--- src/common/axi_bridge_pkg.sv ---
package axi_bridge_pkg;

    // bus widths
    localparam int ADDR_W  = 32;
    localparam int DATA_W  = 32;
    localparam int ID_W    = 4;
    localparam int LEN_W   = 8;
    localparam int SIZE_W  = 3;
    localparam int BURST_W = 2;
    localparam int RESP_W  = 2;
    localparam int STRB_W  = DATA_W / 8;
    localparam int TYPE_W  = 3;

    // cache line geometry
    localparam int LINE_BEATS = 4;
    localparam int LINE_W     = DATA_W * LINE_BEATS;

    // cache access type asking for a whole line
    localparam logic [TYPE_W-1:0] TYPE_LINE = 3'd4;

    // axi encodings
    localparam logic [SIZE_W-1:0]  SIZE_WORD  = 3'd2;
    localparam logic [BURST_W-1:0] BURST_INCR = 2'd1;

    // port numbers that double as bit 0 of the axi ids
    localparam int PORT_INST = 0;
    localparam int PORT_DATA = 1;

    typedef logic [DATA_W-1:0] word_t;
    typedef logic [LINE_W-1:0] line_t;

    typedef struct packed {
        logic [ADDR_W-1:0] addr;
        logic              ce;
        logic              we;
        logic [STRB_W-1:0] sel;
        logic [TYPE_W-1:0] typ;
    } cpu_req_t;

    typedef struct packed {
        logic [ID_W-1:0]    id;
        logic [ADDR_W-1:0]  addr;
        logic [LEN_W-1:0]   len;
        logic [SIZE_W-1:0]  size;
        logic [BURST_W-1:0] burst;
        logic               valid;
    } axi_ar_t;

    typedef struct packed {
        logic [ID_W-1:0]   id;
        word_t             data;
        logic [RESP_W-1:0] resp;
        logic              last;
        logic              valid;
    } axi_r_t;

    // write address carries the same fields as read address
    typedef axi_ar_t axi_aw_t;

    typedef struct packed {
        word_t             data;
        logic [STRB_W-1:0] strb;
        logic              last;
        logic              valid;
    } axi_w_t;

    typedef struct packed {
        logic [ID_W-1:0]   id;
        logic [RESP_W-1:0] resp;
        logic              valid;
    } axi_b_t;

endpackage

--- src/axi_master/axi_read_engine.sv ---
`timescale 1ns/1ns

module axi_read_engine #(
    parameter int PORT_ID = 0
) (
    input  logic                     aclk,
    input  logic                     aresetn,
    input  axi_bridge_pkg::cpu_req_t req_i,
    output logic                     want_o,
    input  logic                     grant_i,
    output axi_bridge_pkg::axi_ar_t  ar_o,
    input  logic                     arready_i,
    input  axi_bridge_pkg::axi_r_t   r_i,
    output logic                     rready_o,
    output axi_bridge_pkg::word_t    rdata_o,
    output logic                     rbeat_o,
    output logic                     stall_o
);
    import axi_bridge_pkg::*;

    typedef enum logic [1:0] {
        ST_IDLE,
        ST_ADDR,
        ST_DATA
    } state_t;

    state_t           state_q;
    axi_ar_t          ar_q;
    logic             rready_q;
    logic             rd_req;
    logic [LEN_W-1:0] req_len;
    logic             last_beat;

    // a read is chip enable without write enable
    assign rd_req = req_i.ce && !req_i.we;

    // line read is a 4 beat incr burst, otherwise a single word
    assign req_len = (req_i.typ == TYPE_LINE) ? LEN_W'(LINE_BEATS - 1) : '0;

    // r_i.valid is already qualified by the id bit in the arbiter
    assign rbeat_o   = (state_q == ST_DATA) && r_i.valid && rready_q;
    assign last_beat = rbeat_o && r_i.last;

    always_ff @(posedge aclk) begin
        if (!aresetn) begin
            state_q  <= ST_IDLE;
            ar_q     <= '0;
            rready_q <= 1'b0;
        end else begin
            case (state_q)
                ST_IDLE: begin
                    if (rd_req && grant_i) begin
                        ar_q.id    <= ID_W'(PORT_ID);
                        ar_q.addr  <= req_i.addr;
                        ar_q.len   <= req_len;
                        ar_q.size  <= SIZE_WORD;
                        ar_q.burst <= BURST_INCR;
                        ar_q.valid <= 1'b1;
                        state_q    <= ST_ADDR;
                    end
                end
                ST_ADDR: begin
                    // clear the whole word so the merged AR bus stays clean
                    if (arready_i) begin
                        ar_q     <= '0;
                        rready_q <= 1'b1;
                        state_q  <= ST_DATA;
                    end
                end
                ST_DATA: begin
                    if (last_beat) begin
                        rready_q <= 1'b0;
                        state_q  <= ST_IDLE;
                    end
                end
                default: begin
                    state_q <= ST_IDLE;
                end
            endcase
        end
    end

    assign want_o   = (state_q == ST_IDLE) && rd_req;
    assign ar_o     = ar_q;
    assign rready_o = rready_q;
    assign rdata_o  = rbeat_o ? r_i.data : '0;

    always_comb begin
        case (state_q)
            ST_IDLE: begin
                stall_o = rd_req;
            end
            ST_ADDR: begin
                stall_o = 1'b1;
            end
            ST_DATA: begin
                // released in the cycle of the rlast beat
                stall_o = !last_beat;
            end
            default: begin
                stall_o = 1'b0;
            end
        endcase
    end

endmodule

--- src/axi_master/axi_write_engine.sv ---
`timescale 1ns/1ns

module axi_write_engine (
    input  logic                     aclk,
    input  logic                     aresetn,
    input  axi_bridge_pkg::cpu_req_t req_i,
    input  axi_bridge_pkg::line_t    wr_line_i,
    output axi_bridge_pkg::axi_aw_t  aw_o,
    input  logic                     awready_i,
    output axi_bridge_pkg::axi_w_t   w_o,
    input  logic                     wready_i,
    input  axi_bridge_pkg::axi_b_t   b_i,
    output logic                     bready_o,
    output logic                     wr_busy_o,
    output logic                     stall_o
);
    import axi_bridge_pkg::*;

    typedef enum logic [1:0] {
        ST_IDLE,
        ST_ADDR,
        ST_DATA,
        ST_RESP
    } state_t;

    state_t            state_q;
    logic [1:0]        beat_q;
    logic [ADDR_W-1:0] addr_q;
    logic [LEN_W-1:0]  len_q;
    logic [STRB_W-1:0] strb_q;
    line_t             line_q;

    logic wr_req;
    logic w_fire;
    logic w_last;
    logic b_fire;
    logic busy;

    assign wr_req = req_i.ce && req_i.we;

    // beat counter only needs to reach LINE_BEATS-1
    assign w_last = (state_q == ST_DATA) && (beat_q == len_q[1:0]);
    assign w_fire = (state_q == ST_DATA) && wready_i;
    assign b_fire = (state_q == ST_RESP) && b_i.valid;

    // control
    always_ff @(posedge aclk) begin
        if (!aresetn) begin
            state_q <= ST_IDLE;
            beat_q  <= 2'd0;
        end else begin
            case (state_q)
                ST_IDLE: begin
                    if (wr_req) begin
                        beat_q  <= 2'd0;
                        state_q <= ST_ADDR;
                    end
                end
                ST_ADDR: begin
                    if (awready_i) begin
                        state_q <= ST_DATA;
                    end
                end
                ST_DATA: begin
                    if (w_fire) begin
                        if (w_last) begin
                            state_q <= ST_RESP;
                        end else begin
                            beat_q <= beat_q + 2'd1;
                        end
                    end
                end
                ST_RESP: begin
                    if (b_fire) begin
                        state_q <= ST_IDLE;
                    end
                end
                default: begin
                    state_q <= ST_IDLE;
                end
            endcase
        end
    end

    // payload captured at start and shifted down per accepted beat
    always_ff @(posedge aclk) begin
        if ((state_q == ST_IDLE) && wr_req) begin
            addr_q <= req_i.addr;
            len_q  <= (req_i.typ == TYPE_LINE) ? LEN_W'(LINE_BEATS - 1) : '0;
            strb_q <= req_i.sel;
            line_q <= wr_line_i;
        end else if (w_fire) begin
            line_q <= {{DATA_W{1'b0}}, line_q[LINE_W-1:DATA_W]};
        end
    end

    always_comb begin
        aw_o.id    = ID_W'(PORT_DATA);
        aw_o.addr  = addr_q;
        aw_o.len   = len_q;
        aw_o.size  = SIZE_WORD;
        aw_o.burst = BURST_INCR;
        aw_o.valid = (state_q == ST_ADDR);
    end

    always_comb begin
        w_o.data  = line_q[DATA_W-1:0];
        w_o.strb  = strb_q;
        w_o.last  = w_last;
        w_o.valid = (state_q == ST_DATA);
    end

    // bready goes up together with the first data beat
    assign bready_o = (state_q == ST_DATA) || (state_q == ST_RESP);

    always_comb begin
        case (state_q)
            ST_IDLE: begin
                busy = wr_req;
            end
            ST_ADDR, ST_DATA: begin
                busy = 1'b1;
            end
            ST_RESP: begin
                busy = !b_fire;
            end
            default: begin
                busy = 1'b0;
            end
        endcase
    end

    assign wr_busy_o = busy;
    assign stall_o   = busy;

endmodule

--- src/axi_master/axi_read_arbiter.sv ---
`timescale 1ns/1ns

module axi_read_arbiter (
    input  logic                    aclk,
    input  logic                    aresetn,
    input  logic                    inst_want_i,
    input  logic                    data_want_i,
    input  logic                    wr_busy_i,
    output logic                    inst_grant_o,
    output logic                    data_grant_o,
    input  axi_bridge_pkg::axi_ar_t inst_ar_i,
    input  axi_bridge_pkg::axi_ar_t data_ar_i,
    output axi_bridge_pkg::axi_ar_t ar_o,
    input  axi_bridge_pkg::axi_r_t  r_i,
    output axi_bridge_pkg::axi_r_t  inst_r_o,
    output axi_bridge_pkg::axi_r_t  data_r_o,
    input  logic                    inst_rready_i,
    input  logic                    data_rready_i,
    output logic                    rready_o
);
    import axi_bridge_pkg::*;

    logic grant_q;
    logic ar_free;
    logic rid_data;

    // channel is free only when no AR is pending or about to be
    assign ar_free = !wr_busy_i && !inst_ar_i.valid && !data_ar_i.valid && !grant_q;

    // data port has priority
    assign data_grant_o = ar_free && data_want_i;
    assign inst_grant_o = ar_free && inst_want_i && !data_want_i;

    always_ff @(posedge aclk) begin
        if (!aresetn) begin
            grant_q <= 1'b0;
        end else begin
            grant_q <= inst_grant_o || data_grant_o;
        end
    end

    // idle engines drive zeros, so OR is enough
    assign ar_o = axi_ar_t'(inst_ar_i | data_ar_i);

    // steer R beats by the low id bit
    assign rid_data = (r_i.id[0] == 1'(PORT_DATA));

    always_comb begin
        inst_r_o       = r_i;
        inst_r_o.valid = r_i.valid && (r_i.id[0] == 1'(PORT_INST));
        data_r_o       = r_i;
        data_r_o.valid = r_i.valid && rid_data;
    end

    assign rready_o = inst_rready_i || data_rready_i;

endmodule

--- src/hdl/axi_master_top.sv ---
`timescale 1ns/1ns

module axi_master_top (
    input  logic                     aclk,
    input  logic                     aresetn,
    input  axi_bridge_pkg::cpu_req_t inst_req_i,
    input  axi_bridge_pkg::cpu_req_t data_req_i,
    input  axi_bridge_pkg::line_t    data_wr_line_i,
    output axi_bridge_pkg::word_t    inst_rdata_o,
    output axi_bridge_pkg::word_t    data_rdata_o,
    output logic                     inst_rbeat_o,
    output logic                     data_rbeat_o,
    output logic                     inst_stall_o,
    output logic                     data_stall_o,
    output axi_bridge_pkg::axi_ar_t  ar_o,
    input  logic                     arready_i,
    input  axi_bridge_pkg::axi_r_t   r_i,
    output logic                     rready_o,
    output axi_bridge_pkg::axi_aw_t  aw_o,
    input  logic                     awready_i,
    output axi_bridge_pkg::axi_w_t   w_o,
    input  logic                     wready_i,
    input  axi_bridge_pkg::axi_b_t   b_i,
    output logic                     bready_o
);
    import axi_bridge_pkg::*;

    logic    inst_want, data_want;
    logic    inst_grant, data_grant;
    axi_ar_t inst_ar, data_ar;
    axi_r_t  inst_r, data_r;
    logic    inst_rready, data_rready;
    logic    data_rd_stall, wr_stall;
    logic    wr_busy;

    axi_read_engine #(
        .PORT_ID(PORT_INST)
    ) u_inst_rd (
        .aclk     (aclk),
        .aresetn  (aresetn),
        .req_i    (inst_req_i),
        .want_o   (inst_want),
        .grant_i  (inst_grant),
        .ar_o     (inst_ar),
        .arready_i(arready_i),
        .r_i      (inst_r),
        .rready_o (inst_rready),
        .rdata_o  (inst_rdata_o),
        .rbeat_o  (inst_rbeat_o),
        .stall_o  (inst_stall_o)
    );

    axi_read_engine #(
        .PORT_ID(PORT_DATA)
    ) u_data_rd (
        .aclk     (aclk),
        .aresetn  (aresetn),
        .req_i    (data_req_i),
        .want_o   (data_want),
        .grant_i  (data_grant),
        .ar_o     (data_ar),
        .arready_i(arready_i),
        .r_i      (data_r),
        .rready_o (data_rready),
        .rdata_o  (data_rdata_o),
        .rbeat_o  (data_rbeat_o),
        .stall_o  (data_rd_stall)
    );

    axi_write_engine u_wr (
        .aclk     (aclk),
        .aresetn  (aresetn),
        .req_i    (data_req_i),
        .wr_line_i(data_wr_line_i),
        .aw_o     (aw_o),
        .awready_i(awready_i),
        .w_o      (w_o),
        .wready_i (wready_i),
        .b_i      (b_i),
        .bready_o (bready_o),
        .wr_busy_o(wr_busy),
        .stall_o  (wr_stall)
    );

    axi_read_arbiter u_arb (
        .aclk         (aclk),
        .aresetn      (aresetn),
        .inst_want_i  (inst_want),
        .data_want_i  (data_want),
        .wr_busy_i    (wr_busy),
        .inst_grant_o (inst_grant),
        .data_grant_o (data_grant),
        .inst_ar_i    (inst_ar),
        .data_ar_i    (data_ar),
        .ar_o         (ar_o),
        .r_i          (r_i),
        .inst_r_o     (inst_r),
        .data_r_o     (data_r),
        .inst_rready_i(inst_rready),
        .data_rready_i(data_rready),
        .rready_o     (rready_o)
    );

    // data port waits on either its read or its write
    assign data_stall_o = data_rd_stall || wr_stall;

endmodule

--- config.mk ---
export PLATFORM = sky130hd
export DESIGN_NAME = axi_master_top
export DESIGN_NICKNAME = d
export VERILOG_FILES = /design/src/common/axi_bridge_pkg.sv /design/src/axi_master/axi_read_engine.sv /design/src/axi_master/axi_write_engine.sv /design/src/axi_master/axi_read_arbiter.sv /design/src/hdl/axi_master_top.sv
export SDC_FILE = /design/constraint.sdc
export NUM_CORES = 1
export LEC_CHECK = 0
export BUFFER_PORTS_ARGS = -buffer_cell sky130_fd_sc_hd__buf_2
export CORE_AREA = 4 4 179 181
export DETAILED_ROUTE_END_ITERATION = 10
export DIE_AREA = 0 0 183 185
export PLACE_DENSITY_LB_ADDON = 0.12
export SYNTH_ARGS = -nofsm -noshare
export SYNTH_HDL_FRONTEND = slang
export SYNTH_SLANG_ARGS = --single-unit
--- constraint.sdc ---
create_clock -name aclk -period 4.2 [get_ports aclk]
set_input_delay 0.21 -clock aclk [delete_from_list [all_inputs] [get_ports aclk]]
set_output_delay 0.21 -clock aclk [all_outputs]
set_load 0.02 [all_outputs]
==> impl_metrics.yaml <==
yosys:
  synthArstFlopShare: 0
  netlist_area_mm2: 0.0109
  synth_flop_cell: "edfxtp_1"
  seq_area_frac_synth: 0.601
  yosysUniqueCellTypes: 42
  avgSynthCellArea_um2: 10.3
  synth_edf_count: 165
  synth_cells: 1061
  ys_warn_count: 0
  synth_seq_cells: 244
sta:
  rsz0062_at_grt: "false"
  max_freq_mhz: 431
  setup_tns_ns: 0
  finalHoldViolCount: 0
  slew_viol_final: 0
  slew_headroom: 0.323
  skew_ns: 0.0213
  finalCriticalPeriod_ns: 2.32
  fin_ws_ns: 1.88
  worst_pin_slew_ns: 1.02
  whs_ns: 0.0130
  period_share: 0.552
  finalSetupViolations: 0
placed_design:
  hpwlAfterDp_mm: 21.2
  gp_congestion: 0.747
  dp_slack_ns: 1.83
  io_buffers: 427
hold_path:
  min_path_cells: 4
  min_path_type: "in -> reg"
floorplanning:
  coreArea_mm2: 0.0304
  die_area_mm2: 0.0339
  placementRows: 64
  die_x_um: 183
  initial_utilization: 0.358
  pin_count: 470
  fp.dieH_um: 185
global_routing:
  grt_max_degree: 129
  grt_use_total: 0.174
  grt_pass1_vias: 9032
  grt_pass1_wl_mm: 47.8
  antenna_found_initial: 2
  overflow: 0
layout:
  fillers: 2842
  fin_nets: 1900
  final_common_cell: "buf_2"
  syn2layout_area_growth_pct: 44.9
  final_cell_mix: "buf_2, nand2_1, dlygate4sd3_1"
  n_antenna_cell: 0
  drive_above_1_share: 0.316
power_and_ir_drop:
  peakVddDrop_mv: 0.279
  p_leak_uw: 0.00774
  power.density_mw_per_mm2: 488
route:
  ant_nets: 0
  drt-initial-drc-count: 349
  wl_mm: 31.4
  drc_errors: 0
  dr.pass1.iters: 4
  vias: 8925
  via_per_inst: 4.35
  detail_route.wl_per_cell_um: 15.3
worst_setup_path:
  endpoint_kind: "output pin"
  ff2ff_path_depth: 7
  crit_fanout: 6
  cp_data_arrival_time_ns: 2.11
  start_kind: "flop"
  crit_required_ns: 3.99
  crit_type: "reg -> out"
run:
  drv_cap: 0
cts:
  cts_setup_buffers: 0
  cts_tree: "yes"
  numCtsBuffers: 26
  cts_buffer_depth: 3
  cts_sinks: 244
  clock_latency_ns: 0.53
  cts-htree-levels: 1
  path_clk_slew_ns: 0.06
  clock_tree.root_cell: "clkbuf_16"
run_status:
  status: "completed"
## area by class of cell
cell class / count / area [um^2] / share of cell area
Timing Repair Buffer: 638 / 4220 / 0.268
Clock buffer: 35 / 724 / 0.0459
Multi-Input combinational cell: 716 / 3690 / 0.234
Inverter: 8 / 35.0 / 0.00222
Clock inverter: 13 / 71.3 / 0.00452
Tap cell: 396 / 495 / 0.0314
Sequential cell: 244 / 6540 / 0.414
## Yosys cell counts, types with 3 or more instances
master | count | share of area
nor2_1 | 6 | 0.0021
dfxtp_1 | 79 | 0.15
inv_1 | 8 | 0.0028
o21ai_0 | 3 | 0.0014
nand2b_1 | 5 | 0.0029
mux2i_1 | 67 | 0.062
nor2b_1 | 3 | 0.0017
ha_1 | 4 | 0.0046
nand2_1 | 425 | 0.15
or2_2 | 36 | 0.021
a21oi_1 | 11 | 0.0051
and2_1 | 96 | 0.055
buf_2 | 10 | 0.0046
buf_4 | 66 | 0.046
clkbuf_1 | 35 | 0.012
nand3_1 | 4 | 0.0018
buf_6 | 7 | 0.0072
edfxtp_1 | 165 | 0.46
## worst max-delay path, cell delays in order (launching register included)
cell and delay, ns:
dfxtp_1 0.37, inv_1 0.08, ha_1 0.28, a21bo_2 0.29, a21bo_4 0.26, o211ai_1 0.09, buf_2 0.21
## timing repair
item / CTS / global route
hold buffers: 200 / 0
endpoints found under the hold margin: 234 / 0
resized for setup: 0 / 0
## sequential cells by signal, indices dropped and copies added, names as in the netlist
register            count
u_data_rd.state_q       2
u_inst_rd.rready_o      1
u_data_rd.ar_o         34
u_wr.line_q           128
u_data_rd.rready_o      1
u_wr.state_q            2
u_wr.beat_q             2
u_wr.len_q              1
u_inst_rd.state_q       2
u_arb.grant_q           1
u_inst_rd.ar_o         34
u_wr.addr_q            32
u_wr.strb_q             4
## worst paths after layout
check                                               startpoint                               to  slack (ns)
worst max register to register    u_wr.state_q[0]$_SDFFE_PN0P_  u_data_rd.ar_o[18]$_SDFFE_PN0P_        1.89
worst min register to register  u_inst_rd.ar_o[0]$_SDFFE_PN0P_   u_inst_rd.ar_o[0]$_SDFFE_PN0P_        0.45
worst max-delay path              u_wr.state_q[0]$_SDFFE_PN0P_                     data_stall_o        1.88
worst min-delay path                             inst_req_i[0]   u_inst_rd.ar_o[6]$_SDFFE_PN0P_        0.01
## cell families after synthesis
logic type / after synthesis / share of synthesized area
simple gates: 591 / 0.243
flops: 244 / 0.601
buf+inv: 126 / 0.0722
mux: 67 / 0.0616
compound gates: 27 / 0.0171
fa+ha+maj: 4 / 0.00460
other cells: 2 / 0.000690
## through the flow
step                      std cells   util  instance area [um^2]  total power [uW]
final                          2050  0.518                 15800              7690
after detailed placement       1802  0.427                 13000              5480
after CTS                      2050  0.518                 15800              7800
after global routing           2050  0.518                 15800              8150
after floorplan                1086      -                 11000              4960
after global placement         1802  0.427                 13000              5460
## metal layers
metal | up-vias | GRT usage | wire length [um]
met3 | 64 | 0.0430 | 2500
met1 | 4016 | 0.216 | 12500
li1 | 4512 | - | -
met4 | 0 | 0.0587 | 1060
met5 | - | 0 | 0
met2 | 333 | 0.299 | 15300
## where the power goes
part / total (uW) / leakage, uW / internal, uW / switching (uW)
Sequential: 3420 / 0.00219 / 3270 / 149
Clock: 2140 / 0.000391 / 1210 / 931
Combinational: 2140 / 0.00516 / 785 / 1350
Total: 7690 / 0.00774 / 5260 / 2430
No activity file was read; power rests on OpenSTA's default activity.
